<file path="src/mem_chip_cfg.svh">
/*
 * Memory chip configuration
 * Bus widths, address windows and clock divider reset values
 */
`ifndef MEM_CHIP_CFG_SVH
`define MEM_CHIP_CFG_SVH

// Bus widths
`define MEM_CHIP_ADDR_W 32
`define MEM_CHIP_DATA_W 32
`define MEM_CHIP_CHIP_ID_W 8
`define MEM_CHIP_LOCAL_W 24

// Local address windows below the chip ID byte
`define MEM_CHIP_SPM_BASE 24'h700000
`define MEM_CHIP_SPM_BYTES 1024
`define MEM_CHIP_REG_BASE 24'h007000
`define MEM_CHIP_REG_BYTES 4096

// Clock divider channels
`define MEM_CHIP_NUM_CLK 5
`define MEM_CHIP_DIV_W 8
`define MEM_CHIP_DIV_DEFAULT_0 4
`define MEM_CHIP_DIV_DEFAULT_OTHER 1

`endif

</file>
<file path="src/mem_chip_addr_pkg.sv">
/*
 * Address map types of the memory chip
 * Chip ID, bus and local addresses, target word indices
 */
`default_nettype none

`include "mem_chip_cfg.svh"

package mem_chip_addr_pkg;

  typedef logic [`MEM_CHIP_CHIP_ID_W-1:0] chip_id_t;
  typedef logic [`MEM_CHIP_ADDR_W-1:0]    bus_addr_t;

  // Address below the chip ID byte
  typedef logic [`MEM_CHIP_LOCAL_W-1:0]   local_addr_t;

  // Word indices inside the two targets
  typedef logic [$clog2(`MEM_CHIP_SPM_BYTES/(`MEM_CHIP_DATA_W/8))-1:0] spm_index_t;
  typedef logic [2:0] reg_index_t;

  typedef logic [`MEM_CHIP_DIV_W-1:0] div_ratio_t;
  typedef div_ratio_t [`MEM_CHIP_NUM_CLK-1:0] div_ratio_vec_t;

endpackage

`default_nettype wire

</file>
<file path="src/mem_chip_bus_pkg.sv">
/*
 * Internal bus types of the memory chip
 * Target request and response structs, APB slave states
 */
`default_nettype none

`include "mem_chip_cfg.svh"

package mem_chip_bus_pkg;
  import mem_chip_addr_pkg::*;

  typedef logic [`MEM_CHIP_DATA_W-1:0]   word_t;
  typedef logic [`MEM_CHIP_DATA_W/8-1:0] strb_t;

  // One word access towards a target
  typedef struct packed {
    logic        valid;
    logic        write;
    local_addr_t addr;
    word_t       wdata;
    strb_t       strb;
  } target_req_t;

  // Answer of a target, one cycle after its request
  typedef struct packed {
    logic  valid;
    word_t rdata;
    logic  err;
  } target_rsp_t;

  typedef enum logic [1:0] {
    IDLE,
    ACCESS,
    RESPOND
  } apb_state_e;

endpackage

`default_nettype wire

</file>
<file path="src/mem_chip_addr_decode.sv">
/*
 * Address decoder of the memory chip
 * Checks the chip ID byte, steers requests to a target or answers with an error
 */
`default_nettype none

`include "mem_chip_cfg.svh"

module mem_chip_addr_decode
  import mem_chip_addr_pkg::*;
  import mem_chip_bus_pkg::*;
(
  input  logic        clk_i,
  input  logic        rst_ni,
  input  chip_id_t    chip_id_i,
  input  bus_addr_t   paddr_i,
  input  target_req_t req_i,
  input  target_rsp_t spm_rsp_i,
  input  target_rsp_t reg_rsp_i,
  output target_req_t spm_req_o,
  output target_req_t reg_req_o,
  output target_rsp_t rsp_o
);

  localparam local_addr_t SpmBase = `MEM_CHIP_SPM_BASE;
  localparam local_addr_t SpmLast = `MEM_CHIP_SPM_BASE + `MEM_CHIP_SPM_BYTES - 1;
  localparam local_addr_t RegBase = `MEM_CHIP_REG_BASE;
  localparam local_addr_t RegLast = `MEM_CHIP_REG_BASE + `MEM_CHIP_REG_BYTES - 1;

  logic chip_match;
  logic spm_hit;
  logic reg_hit;
  logic miss;
  logic err_q;

  // Top address byte selects the chip
  assign chip_match = paddr_i[`MEM_CHIP_ADDR_W-1 -: `MEM_CHIP_CHIP_ID_W] == chip_id_i;

  assign spm_hit = chip_match && (req_i.addr >= SpmBase) && (req_i.addr <= SpmLast);
  assign reg_hit = chip_match && (req_i.addr >= RegBase) && (req_i.addr <= RegLast);
  assign miss    = req_i.valid && !spm_hit && !reg_hit;

  always_comb begin
    spm_req_o       = req_i;
    spm_req_o.valid = req_i.valid && spm_hit;
    reg_req_o       = req_i;
    reg_req_o.valid = req_i.valid && reg_hit;
  end

  // Misses answer with the same latency as a target
  always_ff @(posedge clk_i) begin
    if (!rst_ni) begin
      err_q <= 1'b0;
    end else begin
      err_q <= miss;
    end
  end

  always_comb begin
    if (spm_rsp_i.valid) begin
      rsp_o = spm_rsp_i;
    end else if (reg_rsp_i.valid) begin
      rsp_o = reg_rsp_i;
    end else begin
      rsp_o.valid = err_q;
      rsp_o.rdata = '0;
      rsp_o.err   = err_q;
    end
  end

  assert property (@(posedge clk_i) disable iff (!rst_ni)
    !(spm_req_o.valid && reg_req_o.valid));

  // Port, decoder and targets together keep the one cycle latency
  assert property (@(posedge clk_i) disable iff (!rst_ni) req_i.valid |=> rsp_o.valid);

endmodule

`default_nettype wire

</file>
<file path="config.mk">
export PLATFORM = sky130hd
export DESIGN_NAME = mem_chip_addr_decode
export DESIGN_NICKNAME = d
export VERILOG_FILES = /design/src/mem_chip_addr_pkg.sv /design/src/mem_chip_bus_pkg.sv /design/src/mem_chip_addr_decode.sv
export VERILOG_INCLUDE_DIRS = /design/src
export SDC_FILE = /design/constraint.sdc
export NUM_CORES = 1
export LEC_CHECK = 0
export ABC_CLOCK_PERIOD_IN_PS = 2700
export BUFFER_PORTS_ARGS = -buffer_cell sky130_fd_sc_hd__buf_2
export CAP_MARGIN = 20
export CORE_AREA = 2 2 129 131
export DETAILED_ROUTE_END_ITERATION = 8
export DIE_AREA = 0 0 131 133
export PLACE_DENSITY = 0.5
export SLEW_MARGIN = 0
export SYNTH_ARGS = -nofsm -noshare
export SYNTH_HDL_FRONTEND = slang
export SYNTH_SLANG_ARGS = --single-unit
export TNS_END_PERCENT = 10
</file>
<file path="constraint.sdc">
create_clock -name clk_i -period 2.7 [get_ports clk_i]
set_clock_uncertainty 0.1 [all_clocks]
set_input_delay 0.135 -clock clk_i [delete_from_list [all_inputs] [get_ports clk_i]]
set_output_delay 0.135 -clock clk_i [all_outputs]
set_load 0.05 [all_outputs]
</file>
==> flow_summary.toml <==
[outcome]
outcome = "finished, final reports clean"

[worst_setup_path]
worst-path-buf-inv = 2
worst-setup-path-type = "in2out"
setup.worst_path.start = "req_i[59]"
worst_path_most_repeated_cell = "sky130_fd_sc_hd__buf_2"
arrival_ns = 1.55
crit_path_end_kind = "output port"
worst_setup_path_start_kind = "primary input"
crit_family = "simple AND/OR/NAND/NOR gates"
timing.critical_path.slowest_stage_cell = "sky130_fd_sc_hd__nor4_1"
worst_ep_required_time_ns = 2.47
worstPathCellList = "buf_2 -> nor4_1 -> nand4_1 -> nor4_2 -> and3_1 -> buf_2"
worstPathMaxFanout = 4
critPathMaxStageDelay_ns = 0.34

[timing]
tns_ns = 0
final_min_period_over_clock_period = 0.661
final.min_clock_period_ns = 1.78
hold_violations = 0
achievable-frequency_mhz = 561
setup_violations = 0
worst_slew_margin_relative_to_its_limit = 0.768
grt_setup_unrepaired = "false"
worstMarginPinSlew_ns = 0.348
slew_viol_final = 0

[synthesis]
part_of_the_yosys_area_used_for_sequential_elements = 0.0138
synthesized_flop_and_latch_total = 1
synth_flop_cell = "sky130_fd_sc_hd__dfxtp_1"
post_synth_main_area_contributors = "sky130_fd_sc_hd__buf_4 (63%), sky130_fd_sc_hd__a22o_1 (18%), sky130_fd_sc_hd__xnor2_1 (3.6%)"
postSynthAreaPerCell_um2 = 7.47
synthesis.nets = 366
async_reset_ff_frac = 0
synthDominantAreaCellType = "sky130_fd_sc_hd__buf_4"
synth_enable_flop_cells = 0
syn_area_um2 = 1450
netlist_instances = 194
synth.yosys.warnings = 0
synth_cell_type_count = 23
synthDominantCellAreaShare = 0.632

[die]
num_rows = 47
top_level_ports = 330
dieWidth_um = 131
floorplan.die_area_um2 = 17400
core_area_um2 = 16200
floorplan.initialDensity = 0.0897
floorplan.die.height_um = 133

[cts]
ctsHoldBuffers = 0
cts_resized = 0
postCtsSetupRepairBufs = 0

[power]
clock_power_share = 0
p_leak_uw = 0.000868
power_report.internal_total_uw = 145
p_sw_uw = 299
sw_frac_of_total = 0.674
seq_power_share = 0.038
combinationalPowerShare = 0.962
cellPowerDensity_nw_per_um2 = 275
peakVddDrop_mv = 0.0607

[global_routing]
first_global_vias = 1036
global_route_wire_length_before_repair_mm = 5.46
pin_count_of_the_biggest_net_entering_global_routing = 38
grt.total_usage = 0.0412
antenna_found_initial = 0
grt-ovfl-total = 0

[worst_hold_path]
min-delay-start = "req_i[42]"
type_of_the_worst_min_delay_path = "in2out"

[detailed_routing]
antenna_violating_nets_post_route = 0
route.detailed.drc = 0
via_count = 1334
route.final.wire_length_mm = 4.73
drt-pass1-iter-count = 4
route.detailed.vias_per_inst = 2.96
initialDrtViolationCount = 19
average_wire_length_per_cell_after_detail_routing_um = 10.5

[final_layout]
areaGrowthSynthToFinish_pct = 11.6
insertedDiodeCount = 0
top_register = "err_q"
final_layout_size_suffix_gt1_frac = 0.727
layout.nets = 405
flip_flop_count_of_the_largest_register_after_layout = 1
fin_cells = 451
largest_registers = "err_q (1)"

[placement]
port-buffer-count = 164
place_congestion = 0.613
post-place-cells = 451
dpl.hpwl_mm = 4.19

[job]
drv.max_cap_violation_count = 0
-- per-stage QoR --
| step | hold slack, ns | util | power (µW) | worst slack [ns] | area [µm²] |
|---|---|---|---|---|---|
| 3_5_place_dp | 0.170 | 0.100 | 448 | 0.829 | 1620 |
| 5_1_grt | 0.170 | 0.100 | 470 | 0.799 | 1620 |
| 2_1_floorplan | 0.151 | - | 706 | 0.872 | 1450 |
| 3_3_place_gp | 0.170 | 0.100 | 448 | 0.871 | 1620 |
| 6_report | 0.170 | 0.100 | 444 | 0.916 | 1620 |
| 4_1_cts | 0.170 | 0.100 | 449 | 0.823 | 1620 |
-- Yosys cell counts (all sizes together) (2+ instances only) --
library cell,count
and3,2
nor4,2
xor2,2
nor3,2
buf,125
clkbuf,4
nand2,6
a22o,30
xnor2,6
nand4,2
o21ai,3
-- metal layers --
layer | share of wire | vias to the layer above | track usage
met1 | 0.35 | 521 | 0.0405
met3 | 0.21 | 2 | 0.0380
met4 | 0.0034 | 0 | 0.00177
met2 | 0.43 | 198 | 0.0676
met5 | 0 | - | 0
li1 | - | 613 | -
-- path summary, 6_finish.rpt --
| check | depth (start not counted) | slack [ns] | endpoint |
|---|---|---|---|
| worst min-delay path | 0 | 0.17 | spm_req_o[42] |
| worst max-delay path | 6 | 0.92 | spm_req_o[61] |
-- cell type report --
| cell class | count | area [µm²] |
|---|---|---|
| Timing Repair Buffer | 166 | 836 |
| Fill cell | 1879 | 14600 |
| Sequential cell | 1 | 20.0 |
| Multi-Input combinational cell | 64 | 487 |
| Tap cell | 220 | 275 |
-- power groups by stage --
stage | clock, µW | sequential, µW | combinational (µW)
floorplan | 0 | 16.1 | 690
global placement | 0 | 17.2 | 431
detailed placement | 0 | 17.2 | 431
CTS | 0 | 17.2 | 431
global route | 0 | 17.2 | 453
finish | 0 | 16.8 | 428
-- cell usage in the layout, fill, tap and decap left out --
cell,instances
sky130_fd_sc_hd__nor4_1,1
sky130_fd_sc_hd__or4_1,1
sky130_fd_sc_hd__nor2b_2,1
sky130_fd_sc_hd__dfxtp_1,1
sky130_fd_sc_hd__buf_2,164
sky130_fd_sc_hd__o21ai_0,3
sky130_fd_sc_hd__mux2i_1,1
sky130_fd_sc_hd__nand4_1,2
sky130_fd_sc_hd__nor3_1,2
sky130_fd_sc_hd__buf_4,2
sky130_fd_sc_hd__a31oi_1,1
sky130_fd_sc_hd__or2_1,1
sky130_fd_sc_hd__a21oi_1,1
sky130_fd_sc_hd__xor2_1,2
sky130_fd_sc_hd__a22o_1,30
sky130_fd_sc_hd__or3_1,1
sky130_fd_sc_hd__nor4_2,1
sky130_fd_sc_hd__and3_1,2
sky130_fd_sc_hd__nand2_1,6
sky130_fd_sc_hd__nand4b_1,1
sky130_fd_sc_hd__nor2_1,1
sky130_fd_sc_hd__xnor2_1,6
-- kinds of logic (layout without fill, tap and decap cells) --
group | after synthesis | count (layout) | synth area share
buffers and inverters | 129 | 166 | 0.652
AND/OR/NAND/NOR | 20 | 20 | 0.0794
AO/OA/AOI/OAI | 35 | 35 | 0.199
XOR/XNOR | 8 | 8 | 0.0483
multiplexers | 1 | 1 | 0.00690
flip-flops | 1 | 1 | 0.0138
No activity file was read; power rests on OpenSTA's default activity.
