## config.mk

```make
export PLATFORM = sky130hd
export DESIGN_NAME = mem_chip_apb_port
export DESIGN_NICKNAME = d
export VERILOG_FILES = /design/src/mem_chip_addr_pkg.sv /design/src/mem_chip_bus_pkg.sv /design/src/mem_chip_apb_port.sv
export VERILOG_INCLUDE_DIRS = /design/src
export SDC_FILE = /design/constraint.sdc
export NUM_CORES = 1
export LEC_CHECK = 0
export BUFFER_PORTS_ARGS = -buffer_cell sky130_fd_sc_hd__buf_2
export CAP_MARGIN = 25
export CORE_AREA = 2 2 86 88
export CTS_CLUSTER_SIZE = 10
export DETAILED_ROUTE_END_ITERATION = 12
export DIE_AREA = 0 0 88 90
export GPL_ROUTABILITY_DRIVEN = 1
export MAX_ROUTING_LAYER = met4
export PLACE_DENSITY = 0.57
export SLEW_MARGIN = 20
export SYNTH_ARGS = -nofsm -noshare
export SYNTH_HDL_FRONTEND = slang
export SYNTH_SLANG_ARGS = --single-unit
```

## constraint.sdc

```tcl
create_clock -name clk_i -period 0.95 [get_ports clk_i]
set_input_delay 0.0475 -clock clk_i [delete_from_list [all_inputs] [get_ports clk_i]]
set_output_delay 0.0475 -clock clk_i [all_outputs]
set_load 0.02 [all_outputs]
```

## src/mem_chip_cfg.svh

```systemverilog
/*
 * Memory chip configuration
 * Bus widths, address windows and clock divider reset values
 */
`ifndef MEM_CHIP_CFG_SVH
`define MEM_CHIP_CFG_SVH

// Bus widths
`define MEM_CHIP_ADDR_W 32
`define MEM_CHIP_DATA_W 32
`define MEM_CHIP_CHIP_ID_W 8
`define MEM_CHIP_LOCAL_W 24

// Local address windows below the chip ID byte
`define MEM_CHIP_SPM_BASE 24'h700000
`define MEM_CHIP_SPM_BYTES 1024
`define MEM_CHIP_REG_BASE 24'h007000
`define MEM_CHIP_REG_BYTES 4096

// Clock divider channels
`define MEM_CHIP_NUM_CLK 5
`define MEM_CHIP_DIV_W 8
`define MEM_CHIP_DIV_DEFAULT_0 4
`define MEM_CHIP_DIV_DEFAULT_OTHER 1

`endif

```

## src/mem_chip_addr_pkg.sv

```systemverilog
/*
 * Address map types of the memory chip
 * Chip ID, bus and local addresses, target word indices
 */
`default_nettype none

`include "mem_chip_cfg.svh"

package mem_chip_addr_pkg;

  typedef logic [`MEM_CHIP_CHIP_ID_W-1:0] chip_id_t;
  typedef logic [`MEM_CHIP_ADDR_W-1:0]    bus_addr_t;

  // Address below the chip ID byte
  typedef logic [`MEM_CHIP_LOCAL_W-1:0]   local_addr_t;

  // Word indices inside the two targets
  typedef logic [$clog2(`MEM_CHIP_SPM_BYTES/(`MEM_CHIP_DATA_W/8))-1:0] spm_index_t;
  typedef logic [2:0] reg_index_t;

  typedef logic [`MEM_CHIP_DIV_W-1:0] div_ratio_t;
  typedef div_ratio_t [`MEM_CHIP_NUM_CLK-1:0] div_ratio_vec_t;

endpackage

`default_nettype wire

```

## src/mem_chip_bus_pkg.sv

```systemverilog
/*
 * Internal bus types of the memory chip
 * Target request and response structs, APB slave states
 */
`default_nettype none

`include "mem_chip_cfg.svh"

package mem_chip_bus_pkg;
  import mem_chip_addr_pkg::*;

  typedef logic [`MEM_CHIP_DATA_W-1:0]   word_t;
  typedef logic [`MEM_CHIP_DATA_W/8-1:0] strb_t;

  // One word access towards a target
  typedef struct packed {
    logic        valid;
    logic        write;
    local_addr_t addr;
    word_t       wdata;
    strb_t       strb;
  } target_req_t;

  // Answer of a target, one cycle after its request
  typedef struct packed {
    logic  valid;
    word_t rdata;
    logic  err;
  } target_rsp_t;

  typedef enum logic [1:0] {
    IDLE,
    ACCESS,
    RESPOND
  } apb_state_e;

endpackage

`default_nettype wire

```

## src/mem_chip_apb_port.sv

```systemverilog
/*
 * APB slave port of the memory chip
 * Issues one target request per transfer and latches the chip ID in reset
 */
`default_nettype none

module mem_chip_apb_port
  import mem_chip_addr_pkg::*;
  import mem_chip_bus_pkg::*;
(
  input  logic        clk_i,
  input  logic        rst_ni,
  input  chip_id_t    chip_id_i,
  input  bus_addr_t   paddr_i,
  input  logic        psel_i,
  input  logic        penable_i,
  input  logic        pwrite_i,
  input  word_t       pwdata_i,
  input  strb_t       pstrb_i,
  input  target_rsp_t rsp_i,
  output target_req_t req_o,
  output chip_id_t    chip_id_o,
  output word_t       prdata_o,
  output logic        pready_o,
  output logic        pslverr_o
);

  apb_state_e state_q, state_d;
  chip_id_t   chip_id_q;
  logic       respond;

  //////////////////////////////////////////////////
  // Chip ID latch
  //////////////////////////////////////////////////

  // Follows the pins while reset is held, frozen afterwards
  always_ff @(posedge clk_i) begin
    if (!rst_ni) begin
      chip_id_q <= chip_id_i;
    end
  end

  assign chip_id_o = chip_id_q;

  //////////////////////////////////////////////////
  // Transfer FSM
  //////////////////////////////////////////////////

  always_comb begin
    state_d = state_q;
    unique case (state_q)
      IDLE: begin
        // Setup cycle seen
        if (psel_i && !penable_i) begin
          state_d = ACCESS;
        end
      end
      ACCESS: begin
        if (psel_i && penable_i) begin
          state_d = RESPOND;
        end else begin
          state_d = IDLE;
        end
      end
      RESPOND: begin
        if (rsp_i.valid) begin
          state_d = IDLE;
        end
      end
      default: begin
        state_d = IDLE;
      end
    endcase
  end

  always_ff @(posedge clk_i) begin
    if (!rst_ni) begin
      state_q <= IDLE;
    end else begin
      state_q <= state_d;
    end
  end

  // Master holds its inputs through the access phase
  always_comb begin
    req_o.valid = (state_q == ACCESS) && psel_i && penable_i;
    req_o.write = pwrite_i;
    req_o.addr  = paddr_i[$bits(local_addr_t)-1:0];
    req_o.wdata = pwdata_i;
    req_o.strb  = pstrb_i;
  end

  // Second access cycle completes the transfer
  assign respond   = (state_q == RESPOND) && rsp_i.valid;
  assign pready_o  = respond;
  assign prdata_o  = respond ? rsp_i.rdata : '0;
  assign pslverr_o = respond && rsp_i.err;

  assert property (@(posedge clk_i) disable iff (!rst_ni) penable_i |-> psel_i)
    else $error("APB penable asserted without psel");

endmodule

`default_nettype wire

```

==> report_table.html <==
<table>
<tr><th>Metric</th><th>Value</th></tr>
<tr><th colspan="2">Floorplanning</th></tr>
<tr><td>Num rows</td><td>31</td></tr>
<tr><td>Total die area</td><td>0.007920 mm^2</td></tr>
<tr><td>Horizontal die dimension</td><td>around 88 um</td></tr>
<tr><td>Vertical die dimension</td><td>around 90 um</td></tr>
<tr><td>Effective utilization at floorplan</td><td>15.58%</td></tr>
<tr><td>Io pins</td><td>219</td></tr>
<tr><td>Core area</td><td>0.007020 mm^2</td></tr>
<tr><th colspan="2">Critical path</th></tr>
<tr><td>Crit-path max cell delay</td><td>roughly 0.31 ns</td></tr>
<tr><td>Master of the slowest instance on the critical path</td><td>sky130_fd_sc_hd__dfxtp_2</td></tr>
<tr><td>Max Fanout on Critical Path</td><td>34</td></tr>
<tr><td>Largest delay share family, worst path</td><td>simple AND/OR/NAND/NOR gates</td></tr>
<tr><td>CP cell instances</td><td>and3b_2 &gt; buf_12 &gt; and2_2 &gt; buf_4</td></tr>
<tr><td>Register-to-register setup slack</td><td>about 0.010 ns</td></tr>
<tr><td>CP Capture Type</td><td>primary output</td></tr>
<tr><td>Critical path startpoint category</td><td>flop</td></tr>
<tr><td>Worst endpoint required time</td><td>0.90 ns</td></tr>
<tr><td>Endpoint arrival time on the critical path</td><td>1.28 ns</td></tr>
<tr><td>Crit path buffers/inverters</td><td>2</td></tr>
<tr><td>Classification of the worst setup path</td><td>reg2out</td></tr>
<tr><th colspan="2">Layout</th></tr>
<tr><td>Number of standard cells in the layout, taps in and fillers out</td><td>~250</td></tr>
<tr><td>Number of nets in the layout</td><td>roughly 270</td></tr>
<tr><td>Ant diodes</td><td>0</td></tr>
<tr><td># fillers</td><td>around 760</td></tr>
<tr><td>Synth-to-layout area growth</td><td>44.16%</td></tr>
<tr><td>End-of-flow core utilization</td><td>between 20% and 30%</td></tr>
<tr><td>Fraction of final layout cells with drive strength greater than 1</td><td>85.16%</td></tr>
<tr><th colspan="2">Logic synthesis</th></tr>
<tr><td>Most used DFF post-synth</td><td>sky130_fd_sc_hd__edfxtp_1</td></tr>
<tr><td>Post-synth cell types</td><td>14</td></tr>
<tr><td>Synth top area cells</td><td>sky130_fd_sc_hd__buf_4 (42%), sky130_fd_sc_hd__edfxtp_1 (22%), sky130_fd_sc_hd__and2_4 (18%)</td></tr>
<tr><td>Post-synthesis async set-or-reset flop share</td><td>0%</td></tr>
<tr><td>Area share of the largest cell type after synthesis</td><td>between 40% and 50%</td></tr>
<tr><td>Gate count of the mapped netlist</td><td>114</td></tr>
<tr><td>Largest area contributor in the netlist</td><td>sky130_fd_sc_hd__buf_4</td></tr>
<tr><td>Net count after synthesis</td><td>229</td></tr>
<tr><td>Post-Synthesis Mean Instance Area</td><td>9.593 um^2</td></tr>
<tr><td>FF+latch count, synth</td><td>10</td></tr>
<tr><td>Yosys warnings</td><td>0</td></tr>
<tr><td>Synthesized area</td><td>between 0.001 and 0.0015 mm^2</td></tr>
<tr><td>Library cell with the highest instance count after synthesis</td><td>sky130_fd_sc_hd__buf_4</td></tr>
<tr><td>EDFF count, synth</td><td>8</td></tr>
<tr><td>Synth top cells by count</td><td>sky130_fd_sc_hd__buf_4 (61), sky130_fd_sc_hd__and2_4 (23), sky130_fd_sc_hd__edfxtp_1 (8)</td></tr>
<tr><td>Sequential cell area fraction in the yosys report</td><td>between 20% and 30%</td></tr>
<tr><th colspan="2">GRT</th></tr>
<tr><td>Maximum number of pins on one net before global-route repair</td><td>35</td></tr>
<tr><td>Total congestion overflow</td><td>0</td></tr>
<tr><td>Via count of the first global-routing pass</td><td>756</td></tr>
<tr><td>Gr usage total</td><td>5.961%</td></tr>
<tr><td>Number of antenna violations at the first check in global routing</td><td>0</td></tr>
<tr><td>Global-route wire length before repair</td><td>3594 um</td></tr>
<tr><th colspan="2">Placement</th></tr>
<tr><td>Number of cells in the design after placement</td><td>241</td></tr>
<tr><td>Weighted congestion at the end of routability-driven global placement</td><td>0.6235</td></tr>
<tr><td>Input/output buffers</td><td>slightly below 90</td></tr>
<tr><td>DP Worst Slack</td><td>-0.1227 ns</td></tr>
<tr><td>Post-detail-place hpwl</td><td>1941 um</td></tr>
<tr><th colspan="2">Power and ir drop</th></tr>
<tr><td>Post-layout power</td><td>between 1 and 1.5 mW</td></tr>
<tr><td>Pwr Density</td><td>769.9 mW/mm^2</td></tr>
<tr><td>Power share of the clock group</td><td>~38%</td></tr>
<tr><td>Sw Ratio</td><td>23.43%</td></tr>
<tr><td>Flop pwr share</td><td>42.3%</td></tr>
<tr><td>Switching power summed over all nets</td><td>0.2844 mW</td></tr>
<tr><td>Logic pwr share</td><td>20.0%</td></tr>
<tr><td>Power Internal</td><td>0.9294 mW</td></tr>
<tr><td>Leakage Power</td><td>0.7712 nW</td></tr>
<tr><td>Max VDD drop</td><td>0.0003086 V</td></tr>
<tr><th colspan="2">STA</th></tr>
<tr><td>Clock period minus final worst setup slack</td><td>1.323 ns</td></tr>
<tr><td>Slew at the pin closest to its max-slew limit</td><td>0.1950 ns</td></tr>
<tr><td>Final worst clock skew</td><td>0.0001162 ns</td></tr>
<tr><td>Setup TNS</td><td>-11.57 ns</td></tr>
<tr><td>Final setup margin</td><td>-0.3733 ns</td></tr>
<tr><td>RSZ-0062 raised after global routing</td><td>true</td></tr>
<tr><td>Period utilization</td><td>139.3%</td></tr>
<tr><td>Max-Slew Margin vs Limit</td><td>86.88%</td></tr>
<tr><td>Fmax achieved</td><td>between 700 and 800 MHz</td></tr>
<tr><td># setup viols final</td><td>35</td></tr>
<tr><td>Final count of pins violating max slew</td><td>0</td></tr>
<tr><td>Hold Fails Final Rpt</td><td>0</td></tr>
<tr><th colspan="2">Clock tree</th></tr>
<tr><td>Maximum clock insertion buffer count</td><td>2</td></tr>
<tr><td>TritonCTS clock tree</td><td>yes</td></tr>
<tr><td>Clock insertion delay at the later pin of the skew report</td><td>0.23 ns</td></tr>
<tr><td>Root buf cell</td><td>sky130_fd_sc_hd__clkbuf_8</td></tr>
<tr><td>H-tree levels</td><td>1</td></tr>
<tr><td>Total setup buffers inserted after CTS</td><td>0</td></tr>
<tr><td>Clock-pin slew of the registers on the worst-case setup and hold paths</td><td>0.05 ns</td></tr>
<tr><td>Number of clock sinks</td><td>10</td></tr>
<tr><td>Number of clock buffers inserted by TritonCTS</td><td>3</td></tr>
<tr><th colspan="2">Route</th></tr>
<tr><td>TritonRoute pass-1 iters</td><td>2</td></tr>
<tr><td>DR WL/cell</td><td>around 11 um</td></tr>
<tr><td>Detailed-routing wirelength on met1</td><td>835 um</td></tr>
<tr><td>Total length of routed met3 wires</td><td>420 um</td></tr>
<tr><td>Detailed-route DRC error count</td><td>0</td></tr>
<tr><td>Iter 0 DRT Violations</td><td>6</td></tr>
<tr><td>Total number of vias</td><td>840</td></tr>
<tr><td>Highest routed metal layer</td><td>met4</td></tr>
<tr><td>Detail Route met2 WL</td><td>between 1000 and 1500 um</td></tr>
<tr><td>Vias per cell</td><td>3.307</td></tr>
<tr><td>Number of nets with antenna violations after detailed routing</td><td>0</td></tr>
<tr><td>Total wire length after detailed routing</td><td>about 2700 um</td></tr>
<tr><th colspan="2">Hold path</th></tr>
<tr><td>Hold Path Class</td><td>in2reg</td></tr>
<tr><th colspan="2">Status</th></tr>
<tr><td>Status</td><td>finished with violations</td></tr>
<tr><td>Violations in the final reports</td><td>negative setup slack</td></tr>
<tr><th colspan="2">Job</th></tr>
<tr><td>Max capacitance violation total</td><td>0</td></tr>
</table>
## power by group through the flow
| stage | Sequential [mW] | Combinational, mW | Clock (mW) |
|---|---|---|---|
| after floorplan | 0.560 | 0.405 | 0 |
| after global placement | 0.522 | 0.204 | 0 |
| after detailed placement | 0.523 | 0.205 | 0 |
| after CTS | 0.514 | 0.242 | 0.500 |
| after global routing | 0.516 | 0.262 | 0.524 |
| final | 0.513 | 0.242 | 0.458 |
## per-layer routing
| layer | track usage (%) | vias up |
|---|---|---|
| met2 | 10.16 | 74 |
| met5 | - | - |
| met4 | 0.5128 | 0 |
| met1 | 5.117 | 391 |
| li1 | - | 373 |
| met3 | 5.142 | 2 |
## repair_timing
action / in CTS / in global routing
resized for setup: 62 / 7
endpoints found under the setup margin: 36 / 36
cloned: 0 / 0
hold buffers: 9 / 0
hold endpoints to repair: 9 / 0
pin swaps: 1 / 0
## flip-flops by register name, summed over array words and instances, names as in the netlist
name	count
state_q	2
chip_id_o	8
## cell families after synthesis
group | after synthesis | share of synthesized area (%)
and+or+nand+nor | 38 | 28.38
buffers and inverters | 65 | 45.31
AOI/OAI and AO/OA | 1 | 0.6868
DFF | 10 | 25.63
## layout make-up
| cell class | instances | area, um^2 | area share, % |
|---|---|---|---|
| well taps | 99 | 123.9 | 7.857 |
| clock inverters | 1 | 3.754 | 0.2381 |
| inverters | 1 | 3.754 | 0.2381 |
| flip-flops and latches | 10 | 282.8 | 17.94 |
| clock buffers | 3 | 41.29 | 2.619 |
| repair buffers | 101 | 794.5 | 50.40 |
| multi-input cells | 39 | 326.6 | 20.71 |
## cell usage in the layout, fill, tap and decap left out
cell type / n
sky130_fd_sc_hd__and2_2: 9
sky130_fd_sc_hd__and2_4: 24
sky130_fd_sc_hd__and3b_2: 1
sky130_fd_sc_hd__and4b_2: 1
sky130_fd_sc_hd__buf_12: 2
sky130_fd_sc_hd__buf_2: 54
sky130_fd_sc_hd__buf_4: 3
sky130_fd_sc_hd__buf_6: 33
sky130_fd_sc_hd__clkbuf_8: 3
sky130_fd_sc_hd__clkinv_1: 1
sky130_fd_sc_hd__dfxtp_2: 2
sky130_fd_sc_hd__dlygate4sd3_1: 9
sky130_fd_sc_hd__edfxtp_1: 8
sky130_fd_sc_hd__inv_1: 1
sky130_fd_sc_hd__nand2b_1: 1
sky130_fd_sc_hd__nor3b_1: 1
sky130_fd_sc_hd__nor4_1: 1
sky130_fd_sc_hd__o21a_1: 1
## final timing paths
check,start,endpoint,cells after the start
worst min register to register,state_q[0],state_q[0],2
worst max register to register,state_q[0],state_q[1],3
worst min-delay path,rst_ni,state_q[1],2
worst max-delay path,state_q[0],prdata_o[2],4
## metrics by stage
step	hold WS [ns]	area (um^2)
global route	0.03208	1577
detailed placement	0.09514	1230
global placement	0.09514	1230
CTS	0.02532	1558
floorplan	0.1167	1102
finish	0.03326	1577
(Power assumes the default switching activity.)
