<file path="src/mem_chip_cfg.svh">
/*
 * Memory chip configuration
 * Bus widths, address windows and clock divider reset values
 */
`ifndef MEM_CHIP_CFG_SVH
`define MEM_CHIP_CFG_SVH

// Bus widths
`define MEM_CHIP_ADDR_W 32
`define MEM_CHIP_DATA_W 32
`define MEM_CHIP_CHIP_ID_W 8
`define MEM_CHIP_LOCAL_W 24

// Local address windows below the chip ID byte
`define MEM_CHIP_SPM_BASE 24'h700000
`define MEM_CHIP_SPM_BYTES 1024
`define MEM_CHIP_REG_BASE 24'h007000
`define MEM_CHIP_REG_BYTES 4096

// Clock divider channels
`define MEM_CHIP_NUM_CLK 5
`define MEM_CHIP_DIV_W 8
`define MEM_CHIP_DIV_DEFAULT_0 4
`define MEM_CHIP_DIV_DEFAULT_OTHER 1

`endif

</file>
<file path="src/mem_chip_addr_pkg.sv">
/*
 * Address map types of the memory chip
 * Chip ID, bus and local addresses, target word indices
 */
`default_nettype none

`include "mem_chip_cfg.svh"

package mem_chip_addr_pkg;

  typedef logic [`MEM_CHIP_CHIP_ID_W-1:0] chip_id_t;
  typedef logic [`MEM_CHIP_ADDR_W-1:0]    bus_addr_t;

  // Address below the chip ID byte
  typedef logic [`MEM_CHIP_LOCAL_W-1:0]   local_addr_t;

  // Word indices inside the two targets
  typedef logic [$clog2(`MEM_CHIP_SPM_BYTES/(`MEM_CHIP_DATA_W/8))-1:0] spm_index_t;
  typedef logic [2:0] reg_index_t;

  typedef logic [`MEM_CHIP_DIV_W-1:0] div_ratio_t;
  typedef div_ratio_t [`MEM_CHIP_NUM_CLK-1:0] div_ratio_vec_t;

endpackage

`default_nettype wire

</file>
<file path="src/mem_chip_bus_pkg.sv">
/*
 * Internal bus types of the memory chip
 * Target request and response structs, APB slave states
 */
`default_nettype none

`include "mem_chip_cfg.svh"

package mem_chip_bus_pkg;
  import mem_chip_addr_pkg::*;

  typedef logic [`MEM_CHIP_DATA_W-1:0]   word_t;
  typedef logic [`MEM_CHIP_DATA_W/8-1:0] strb_t;

  // One word access towards a target
  typedef struct packed {
    logic        valid;
    logic        write;
    local_addr_t addr;
    word_t       wdata;
    strb_t       strb;
  } target_req_t;

  // Answer of a target, one cycle after its request
  typedef struct packed {
    logic  valid;
    word_t rdata;
    logic  err;
  } target_rsp_t;

  typedef enum logic [1:0] {
    IDLE,
    ACCESS,
    RESPOND
  } apb_state_e;

endpackage

`default_nettype wire

</file>
<file path="src/mem_chip_periph_regs.sv">
/*
 * Peripheral register block
 * Clock division ratios with reset defaults and a read-only chip ID
 */
`default_nettype none

`include "mem_chip_cfg.svh"

module mem_chip_periph_regs
  import mem_chip_addr_pkg::*;
  import mem_chip_bus_pkg::*;
(
  input  logic           clk_i,
  input  logic           rst_ni,
  input  chip_id_t       chip_id_i,
  input  target_req_t    req_i,
  output target_rsp_t    rsp_o,
  output div_ratio_vec_t div_ratio_o
);

  localparam int unsigned IdxLsb = $clog2(`MEM_CHIP_DATA_W / 8);
  localparam int unsigned IdxMsb = IdxLsb + $bits(reg_index_t) - 1;
  localparam int unsigned OffMsb = $clog2(`MEM_CHIP_REG_BYTES) - 1;
  // Chip ID sits right after the last ratio
  localparam reg_index_t ChipIdIdx = reg_index_t'(`MEM_CHIP_NUM_CLK);

  div_ratio_vec_t div_q;
  word_t          rdata_d;
  word_t          rdata_q;
  logic           valid_q;
  logic           mapped;
  logic           div_we;
  reg_index_t     idx;

  assign idx = req_i.addr[IdxMsb:IdxLsb];

  // Offsets beyond the index range decode to nothing
  assign mapped = req_i.addr[OffMsb:IdxMsb+1] == '0;

  assign div_we = req_i.valid && req_i.write && req_i.strb[0] && mapped && (idx < ChipIdIdx);

  //////////////////////////////////////////////////
  // Division ratios
  //////////////////////////////////////////////////

  always_ff @(posedge clk_i) begin
    if (!rst_ni) begin
      for (int i = 0; i < `MEM_CHIP_NUM_CLK; i++) begin
        div_q[i] <= (i == 0) ? div_ratio_t'(`MEM_CHIP_DIV_DEFAULT_0)
                             : div_ratio_t'(`MEM_CHIP_DIV_DEFAULT_OTHER);
      end
    end else if (div_we) begin
      div_q[idx] <= req_i.wdata[`MEM_CHIP_DIV_W-1:0];
    end
  end

  assign div_ratio_o = div_q;

  //////////////////////////////////////////////////
  // Readback
  //////////////////////////////////////////////////

  always_comb begin
    rdata_d = '0;
    if (mapped && (idx < ChipIdIdx)) begin
      rdata_d = word_t'(div_q[idx]);
    end else if (mapped && (idx == ChipIdIdx)) begin
      rdata_d = word_t'(chip_id_i);
    end
  end

  always_ff @(posedge clk_i) begin
    if (req_i.valid) begin
      rdata_q <= rdata_d;
    end
  end

  always_ff @(posedge clk_i) begin
    if (!rst_ni) begin
      valid_q <= 1'b0;
    end else begin
      valid_q <= req_i.valid;
    end
  end

  assign rsp_o = '{valid: valid_q, rdata: rdata_q, err: 1'b0};

endmodule

`default_nettype wire

</file>
<file path="config.mk">
export PLATFORM = sky130hd
export DESIGN_NAME = mem_chip_periph_regs
export DESIGN_NICKNAME = d
export VERILOG_FILES = /design/src/mem_chip_addr_pkg.sv /design/src/mem_chip_bus_pkg.sv /design/src/mem_chip_periph_regs.sv
export VERILOG_INCLUDE_DIRS = /design/src
export SDC_FILE = /design/constraint.sdc
export NUM_CORES = 1
export LEC_CHECK = 0
export ABC_AREA = 0
export BUFFER_PORTS_ARGS = -buffer_cell sky130_fd_sc_hd__buf_2
export CAP_MARGIN = 20
export CORE_ASPECT_RATIO = 1.2
export CORE_UTILIZATION = 45
export CTS_BUF_LIST = sky130_fd_sc_hd__clkbuf_4 sky130_fd_sc_hd__clkbuf_8
export DETAILED_ROUTE_END_ITERATION = 10
export PLACE_DENSITY_LB_ADDON = 0.1
export SLEW_MARGIN = 20
export SYNTH_ARGS = -nofsm -noshare
export SYNTH_HDL_FRONTEND = slang
export SYNTH_SLANG_ARGS = --single-unit
</file>
<file path="constraint.sdc">
create_clock -name clk_i -period 1.75 [get_ports clk_i]
set_input_delay 0.0875 -clock clk_i [delete_from_list [all_inputs] [get_ports clk_i]]
set_output_delay 0.0875 -clock clk_i [all_outputs]
set_load 0.01 [all_outputs]
</file>
==> results of run 1 <==
through the flow:
stage / cell area (um^2) / utilization (%) / worst slack [ps] / total power, mW / hold slack [ps]
4_1_cts: 2920 / 55.5 / 244 / 2.08 / 45.5
2_1_floorplan: 2530 / - / 292 / 1.32 / 200
3_3_place_gp: 2820 / 53.6 / 67.9 / 1.36 / 358
6_report: 2920 / 55.5 / 238 / 2.07 / 45.3
3_5_place_dp: 2820 / 53.6 / 58.7 / 1.36 / 371
5_1_grt: 2920 / 55.5 / 210 / 2.14 / 51.6
cells in the final DEF (no fill, tap or decap), types with 8 or more instances in the layout:
cell      count
a221o_1       8
and3_1       11
buf_2        79
buf_4        11
conb_1       25
dfxtp_1      41
edfxtp_1      8
mux2i_1      40
mux4_2        8
nand2_1      43
nor2b_1       9
sequential cells by signal (all words and copies together) (netlist names):
| register | flops |
|---|---|
| valid_q | 1 |
| div_ratio_o | 40 |
| rdata_q | 8 |
per-layer routing:
layer | vias to the layer above | share of wire (%) | global-route usage, %
met5 | - | 0 | 0
met4 | 0 | 1.4 | 6.73
met3 | 5 | 4.6 | 3.52
met2 | 74 | 49 | 29.9
met1 | 837 | 45 | 23.1
li1 | 894 | - | -
cell families (layout without fill, tap and decap cells):
family	count (synthesis)	after routing	share of synthesized area, %
muxes	48	48	23.8
DFF	49	49	43.4
and+or+nand+nor	75	75	18.4
AOI/OAI and AO/OA	8	8	3.28
other	1	25	0.154
buffers and inverters	40	98	11.0
final cells by class:
class                           instances  area [um^2]
Timing Repair Buffer                   90          478
Clock buffer                            7         96.3
Multi-Input combinational cell        156         1200
Sequential cell                        49         1060
Clock inverter                          1         5.00
Fill cell                             487         2340
Tap cell                               62         77.6
power breakdown:
group | internal (mW) | switching [mW]
Combinational | 0.0634 | 0.112
Clock | 0.358 | 0.381
Sequential | 1.15 | 0.00192
Total | 1.57 | 0.495
how the worst max path moves through the flow:
stage               cells after the start          to       startpoint  slack [ps]
finish                                  3  rdata_q[5]  div_ratio_o[29]         240
global route                            3  rdata_q[3]  div_ratio_o[27]         210
CTS                                     3  rdata_q[2]   div_ratio_o[2]         240
detailed placement                      4  rdata_q[2]        req_i[38]          60
global placement                        4  rdata_q[6]        req_i[38]          70
floorplan                               3  rdata_q[0]  div_ratio_o[24]         290
worst min-delay path: cells and delay by family:
kind,cells,cell delay (ps)
buffers and inverters,1,100
muxes,1,60
and+or+nand+nor,1,50
==> flow_metrics.tcl, run 1 <==
set metrics [dict create \
    initial_core_util_pct 46.4 \
    slew_viol_final 0 \
    cp_max_fo 3 \
    wl_mm 5.22 \
    hold_path.class "input port to flip-flop" \
    fmaxAchievable_mhz 662 \
    async_flop_share_pct 0 \
    synth_edf_count 8 \
    avgSynthCellArea_um2 11.1 \
    yosysMostFrequentCell "nand2_1" \
    core.rowCount 29 \
    p_leak_nw 1.58 \
    cts_buffer_depth 2 \
    p_per_area_nw_per_um2 708 \
    n_antenna_cell 0 \
    synth_warnings 0 \
    grt_pass1_wl_mm 7.75 \
    peakVddDrop_v 0.000496 \
    rr_startpoint "div_ratio_o[29]" \
    drc 0 \
    postCtsSetupRepairBufs 0 \
    ant_nets 0 \
    yosys_register_bits 49 \
    ctsHoldBuffers 0 \
    critical_path_class "flip-flop to flip-flop" \
    cp_data_required_time_ps 1810 \
    drt_iter0_drc 60 \
    vias 1810 \
    path_delay_family "multiplexers" \
    ctsResizeCount 0 \
    drive_above_1_share_pct 37.6 \
    die_h_um 82.7 \
    yosysTopAreaCellShare_pct 33.6 \
    setup_violations 0 \
    dpl.hpwl_mm 3.87 \
    cp_slowest_cell "mux4_2" \
    finalNonFillerCells 365 \
    rsz0062_at_grt "false" \
    drt-pass1-iter-count 4 \
    synth_common_cells "nand2_1 (43), dfxtp_1 (41), mux2i_1 (40), buf_4 (26), and3_1 (11)" \
    hold-path-cell-count 3 \
    wl_per_cell_um 14.3 \
    start_kind "flip-flop" \
    cts_inserted_buffers 5 \
    syn_area_um2 2440 \
    synth_seq_area_share_pct 43.4 \
    htreeDepth 2 \
    layout_min_cycle_time_ps 1510 \
    io_pins 146 \
    hold_end "div_ratio_o[0]" \
    cp_num_buf_inv 0 \
    dieArea_um2 5730 \
    antenna_found_initial 0 \
    synth_ff_type "dfxtp_1" \
    rr_endpoint "rdata_q[5]" \
    grt_use_total_pct 17.9 \
    synth_cell_types 21 \
    core-area_um2 5260 \
    synth_top_cell_by_area "dfxtp_1" \
    slowest_delay_ps 490 \
    syn_inst 221 \
    clk-insertion-delay-late_ps 300 \
    synthTopCellsByArea "dfxtp_1 (34%), mux2i_1 (16%), edfxtp_1 (9.8%)" \
    worstPathCellList "mux4_2 -> and3_1 -> a221o_1" \
    status "completed" \
    dieWidth_um 69.3 \
    gp_congestion 0.759 \
    finalCritPeriodShare_pct 86.4 \
    cts.sink_count 49 \
    io_buffers 79 \
    end_kind "flip-flop" \
    fin_nets 374 \
    setup_tns_ps 0 \
    cp.arrival_ps 1570 \
    grt_max_degree 21 \
    hold_viol 0 \
    grt_pass1_vias 1510 \
    clk_pin_slew_ps 90 \
    post-place-cells 357 \
    layout-area-overhead-vs-synth_pct 19.6 \
    avgViaCountPerCell 4.96 \
    rrSetupSlack_ps 240 \
    r2r_cells 3 \
    grt.overflow.total 0 \
    min-delay-start "req_i[4]" \
    cts_root_buffer "clkbuf_8" \
    clock_skew_ps 3.73 \
    maxCapViolCount 0 \
    cts_tree "built" \
]
No activity file was read; power rests on OpenSTA's default activity.
==> run 2: changes to the inputs <==
Settings changed: HOLD_SLACK_MARGIN set to 0.15, RECOVER_POWER set to 50.
==> flow_metrics.tcl, run 2 (synthesized netlist as in run 1, its figures left out) <==
set metrics [dict create \
    hold_viol 0 \
    initial_core_util_pct 46.4 \
    rsz0062_at_grt "false" \
    finalCritPeriodShare_pct 90.6 \
    core-area_um2 5260 \
    setup_ws_ps 164 \
    ant_nets 0 \
    drt_iter0_drc 66 \
    wl_per_cell_um 14.3 \
    die_h_um 82.7 \
    dieWidth_um 69.3 \
    grt.overflow.total 0 \
    fin_nets 388 \
    start_kind "input port" \
    cts_inserted_buffers 5 \
    cp_max_fo 10 \
    drive_above_1_share_pct 22.1 \
    min-delay-start "req_i[7]" \
    intPower_mw 1.59 \
    dpl.hpwl_mm 3.87 \
    largest_reg_flops 40 \
    antenna_found_initial 0 \
    dieArea_um2 5730 \
    cp-startpoint "req_i[61]" \
    power_switching_mw 0.494 \
    cp_data_required_time_ps 1980 \
    n_antenna_cell 0 \
    cts_tree "built" \
    grt_pass1_wl_mm 8.03 \
    layout_commonest_cell "clkbuf_1" \
    drt-pass1-iter-count 4 \
    clk-insertion-delay-late_ps 300 \
    clock_skew_ps 3.54 \
    cp.arrival_ps 1820 \
    avgViaCountPerCell 4.92 \
    status "completed" \
    layout_common_cells "clkbuf_1 (44), nand2_1 (43), dfxtp_1 (41)" \
    p_leak_nw 1.47 \
    grt_use_total_pct 18.5 \
    layout-area-overhead-vs-synth_pct 23.1 \
    peakVddDrop_v 0.000496 \
    vias 1864 \
    rr_startpoint "div_ratio_o[29]" \
    cts_buffer_depth 2 \
    seqPwrFrac_pct 55.4 \
    maxCapViolCount 0 \
    p_per_area_nw_per_um2 693 \
    core.rowCount 29 \
    wl_mm 5.42 \
    whs_ps 170 \
    hold_path.class "input port to flip-flop" \
    clk_pin_slew_ps 90 \
    comb_power_share_pct 9.5 \
    gp_congestion 0.759 \
    io_buffers 79 \
    cts.sink_count 49 \
    io_pins 146 \
    grt_max_degree 21 \
    preCtsSetupSlack_ps 58.7 \
    postCtsSetupRepairBufs 0 \
    clock_power_share_pct 35.1 \
    slew_viol_final 0 \
    critical_path_class "input port to flip-flop" \
    end_kind "flip-flop" \
    htreeDepth 2 \
    grt_pass1_vias 1595 \
    fmaxAchievable_mhz 631 \
    layout_min_cycle_time_ps 1590 \
    setup_tns_ps 0 \
    cts_root_buffer "clkbuf_8" \
    drc 0 \
    setup_violations 0 \
    swShare_pct 23.7 \
]
[run 2: cell count changes in the layout (fill, tap and decap cells not counted)]
cell	before	now
buf_2	79	35
clkbuf_1	0	44
dlygate4sd3_1	0	14
[run 2: final timing paths]
kind	end	slack [ps]	cells past startpoint
setup / recovery	div_ratio_o[0]	160	5
setup reg to reg	rdata_q[5]	240	3
hold / removal	div_ratio_o[19]	170	3
hold reg to reg	div_ratio_o[12]	480	2
[run 2: metal layers]
layer	track usage (%)	up-vias	wire [um]	part of all wire (%)
li1	-	923	-	-
met1	23.5	869	2410	44
met2	31.7	67	2700	50
met3	3.40	5	233	4.3
met4	6.73	0	75	1.4
met5	0	-	0	0
[run 2: power groups by stage]
stage               Combinational, mW  Clock (mW)  Sequential, mW
finish                          0.198       0.732            1.15
global route                    0.217       0.788            1.16
CTS                             0.200       0.754            1.15
detailed placement              0.176           0            1.18
global placement                0.176           0            1.18
floorplan                       0.136           0            1.19
[run 2: timing repair]
action	in CTS	in global routing
resized for setup	0	0
hold buffers	14	0
hold endpoints to repair	36	0
[run 2: final cells by class]
type / count / area (um^2)
Fill cell: 487 / 2250
Multi-Input combinational cell: 156 / 1200
Sequential cell: 49 / 1060
Timing Repair Buffer: 104 / 563
Clock buffer: 7 / 96.3
Tap cell: 62 / 77.6
Clock inverter: 1 / 5.00
[run 2: metrics by stage]
step                std cells  instance area, um^2  util (%)  total power [mW]
floorplan                 245                 2530         -              1.32
CTS                       379                 3060      58.2              2.11
detailed placement        357                 2820      53.6              1.36
global placement          357                 2820      53.6              1.36
finish                    379                 3010      57.1              2.08
global route              379                 3010      57.1              2.16
[run 2: critical path, cell delays in order]
cell and delay, ps:
dlygate4sd3_1 520, buf_2 220, and3_1 290, and4_1 460
mux2i_1 230
==> run 3: changes to the inputs <==
Settings changed: MAX_ROUTING_LAYER set to met4.
==> flow_metrics.tcl, run 3 (synthesized netlist as in run 1, its figures left out) <==
set metrics [dict create \
    status "completed" \
    cts_root_buffer "clkbuf_8" \
    die_h_um 82.7 \
    grt_pass1_vias 1592 \
    drt_iter0_drc 64 \
    post-place-cells 357 \
    drive_above_1_share_pct 22.1 \
    cp_max_fo 10 \
    postCtsSetupRepairBufs 0 \
    grt_use_total_pct 19.0 \
    slowest_delay_ps 520 \
    cp-startpoint "req_i[61]" \
    p_per_area_nw_per_um2 692 \
    start_kind "input port" \
    critical_path_class "input port to flip-flop" \
    rsz0062_at_grt "false" \
    core-area_um2 5260 \
    place_area_um2 2820 \
    layout-area-overhead-vs-synth_pct 23.1 \
    final_area_um2 3010 \
    finalNonFillerCells 379 \
    fin_nets 388 \
    dieArea_um2 5730 \
    hold_viol 0 \
    setup_ws_ps 161 \
    htreeDepth 2 \
    n_antenna_cell 0 \
    grt_pass1_wl_mm 8.04 \
    maxCapViolCount 0 \
    antenna_found_initial 0 \
    end_kind "flip-flop" \
    hold_path.class "input port to flip-flop" \
    preCtsSetupSlack_ps 58.7 \
    cts_buffer_depth 2 \
    largest_reg_flops 40 \
    rr_startpoint "div_ratio_o[29]" \
    gp_congestion 0.769 \
    setup_violations 0 \
    layout_common_cells "clkbuf_1 (44), nand2_1 (43), dfxtp_1 (41)" \
    cp.arrival_ps 1820 \
    peakVddDrop_v 0.000496 \
    layout_min_cycle_time_ps 1590 \
    wl_per_cell_um 14.3 \
    slew_viol_final 0 \
    setup_tns_ps 0 \
    dpl.hpwl_mm 3.87 \
    clock_skew_ps 3.20 \
    vias 1863 \
    cts_tree "built" \
    drc 0 \
    io_pins 146 \
    p_leak_nw 1.47 \
    worstPathCellList "dlygate4sd3_1 -> buf_2 -> and3_1 -> and4_1 -> mux2i_1" \
    ant_nets 0 \
    grt.overflow.total 0 \
    cts_inserted_buffers 5 \
    initial_core_util_pct 46.4 \
    cp_data_required_time_ps 1980 \
    layout_commonest_cell "clkbuf_1" \
    dieWidth_um 69.3 \
    ctsResizeCount 0 \
    core.rowCount 29 \
    drt-pass1-iter-count 4 \
    rrSetupSlack_ps 240 \
    fmaxAchievable_mhz 629 \
    fill_cells 487 \
    io_buffers 79 \
    clk_pin_slew_ps 90 \
    clk-insertion-delay-late_ps 300 \
    cts.sink_count 49 \
    ctsHoldBuffers 14 \
    cp_slowest_cell "dlygate4sd3_1" \
    finalCritPeriodShare_pct 90.8 \
    grt_max_degree 21 \
    wl_mm 5.41 \
    fin_util_pct 57.1 \
    min-delay-start "req_i[7]" \
    avgViaCountPerCell 4.92 \
]
[run 3: per-stage QoR]
stage          total power [mW]  hold slack (ps)
3_3_place_gp               1.36              358
4_1_cts                    2.11              151
3_5_place_dp               1.36              371
5_1_grt                    2.16              188
6_report                   2.08              173
2_1_floorplan              1.32              200
[run 3: routing by layer]
metal  share of wire, %  GRT usage [%]  vias to the layer above
li1                   -              -                      922
met1                 45           23.5                      863
met2                 50           31.7                       74
met3                4.5           3.40                        4
met4               0.92           6.73                        0
met5                  0              -                        -
[run 3: worst max-delay path: cells and delay by family]
kind | cells | cell delay, ps
buffers and inverters | 2 | 740
and+or+nand+nor | 2 | 750
muxes | 1 | 230
[run 3: report_power, final]
part	internal (mW)	total, mW	leakage, nW	switching (mW)
Combinational	0.0814	0.198	1.01	0.117
Sequential	1.15	1.15	0.408	0.00229
Clock	0.358	0.729	0.0542	0.371
Total	1.59	2.08	1.47	0.490
[run 3: path summary, 6_finish.rpt]
kind | cells past startpoint | to
max reg2reg | 3 | rdata_q[5]
min | 3 | div_ratio_o[19]
min reg2reg | 2 | div_ratio_o[12]
max | 5 | div_ratio_o[0]
[run 3: layout make-up]
type	count	area [um^2]	area share, %
clock inverter	1	5.00	0.166
multi-input combinational	156	1200	40.0
sequential	49	1060	35.3
timing repair buffer	104	563	18.7
clock buffer	7	96.3	3.20
tap	62	77.6	2.58
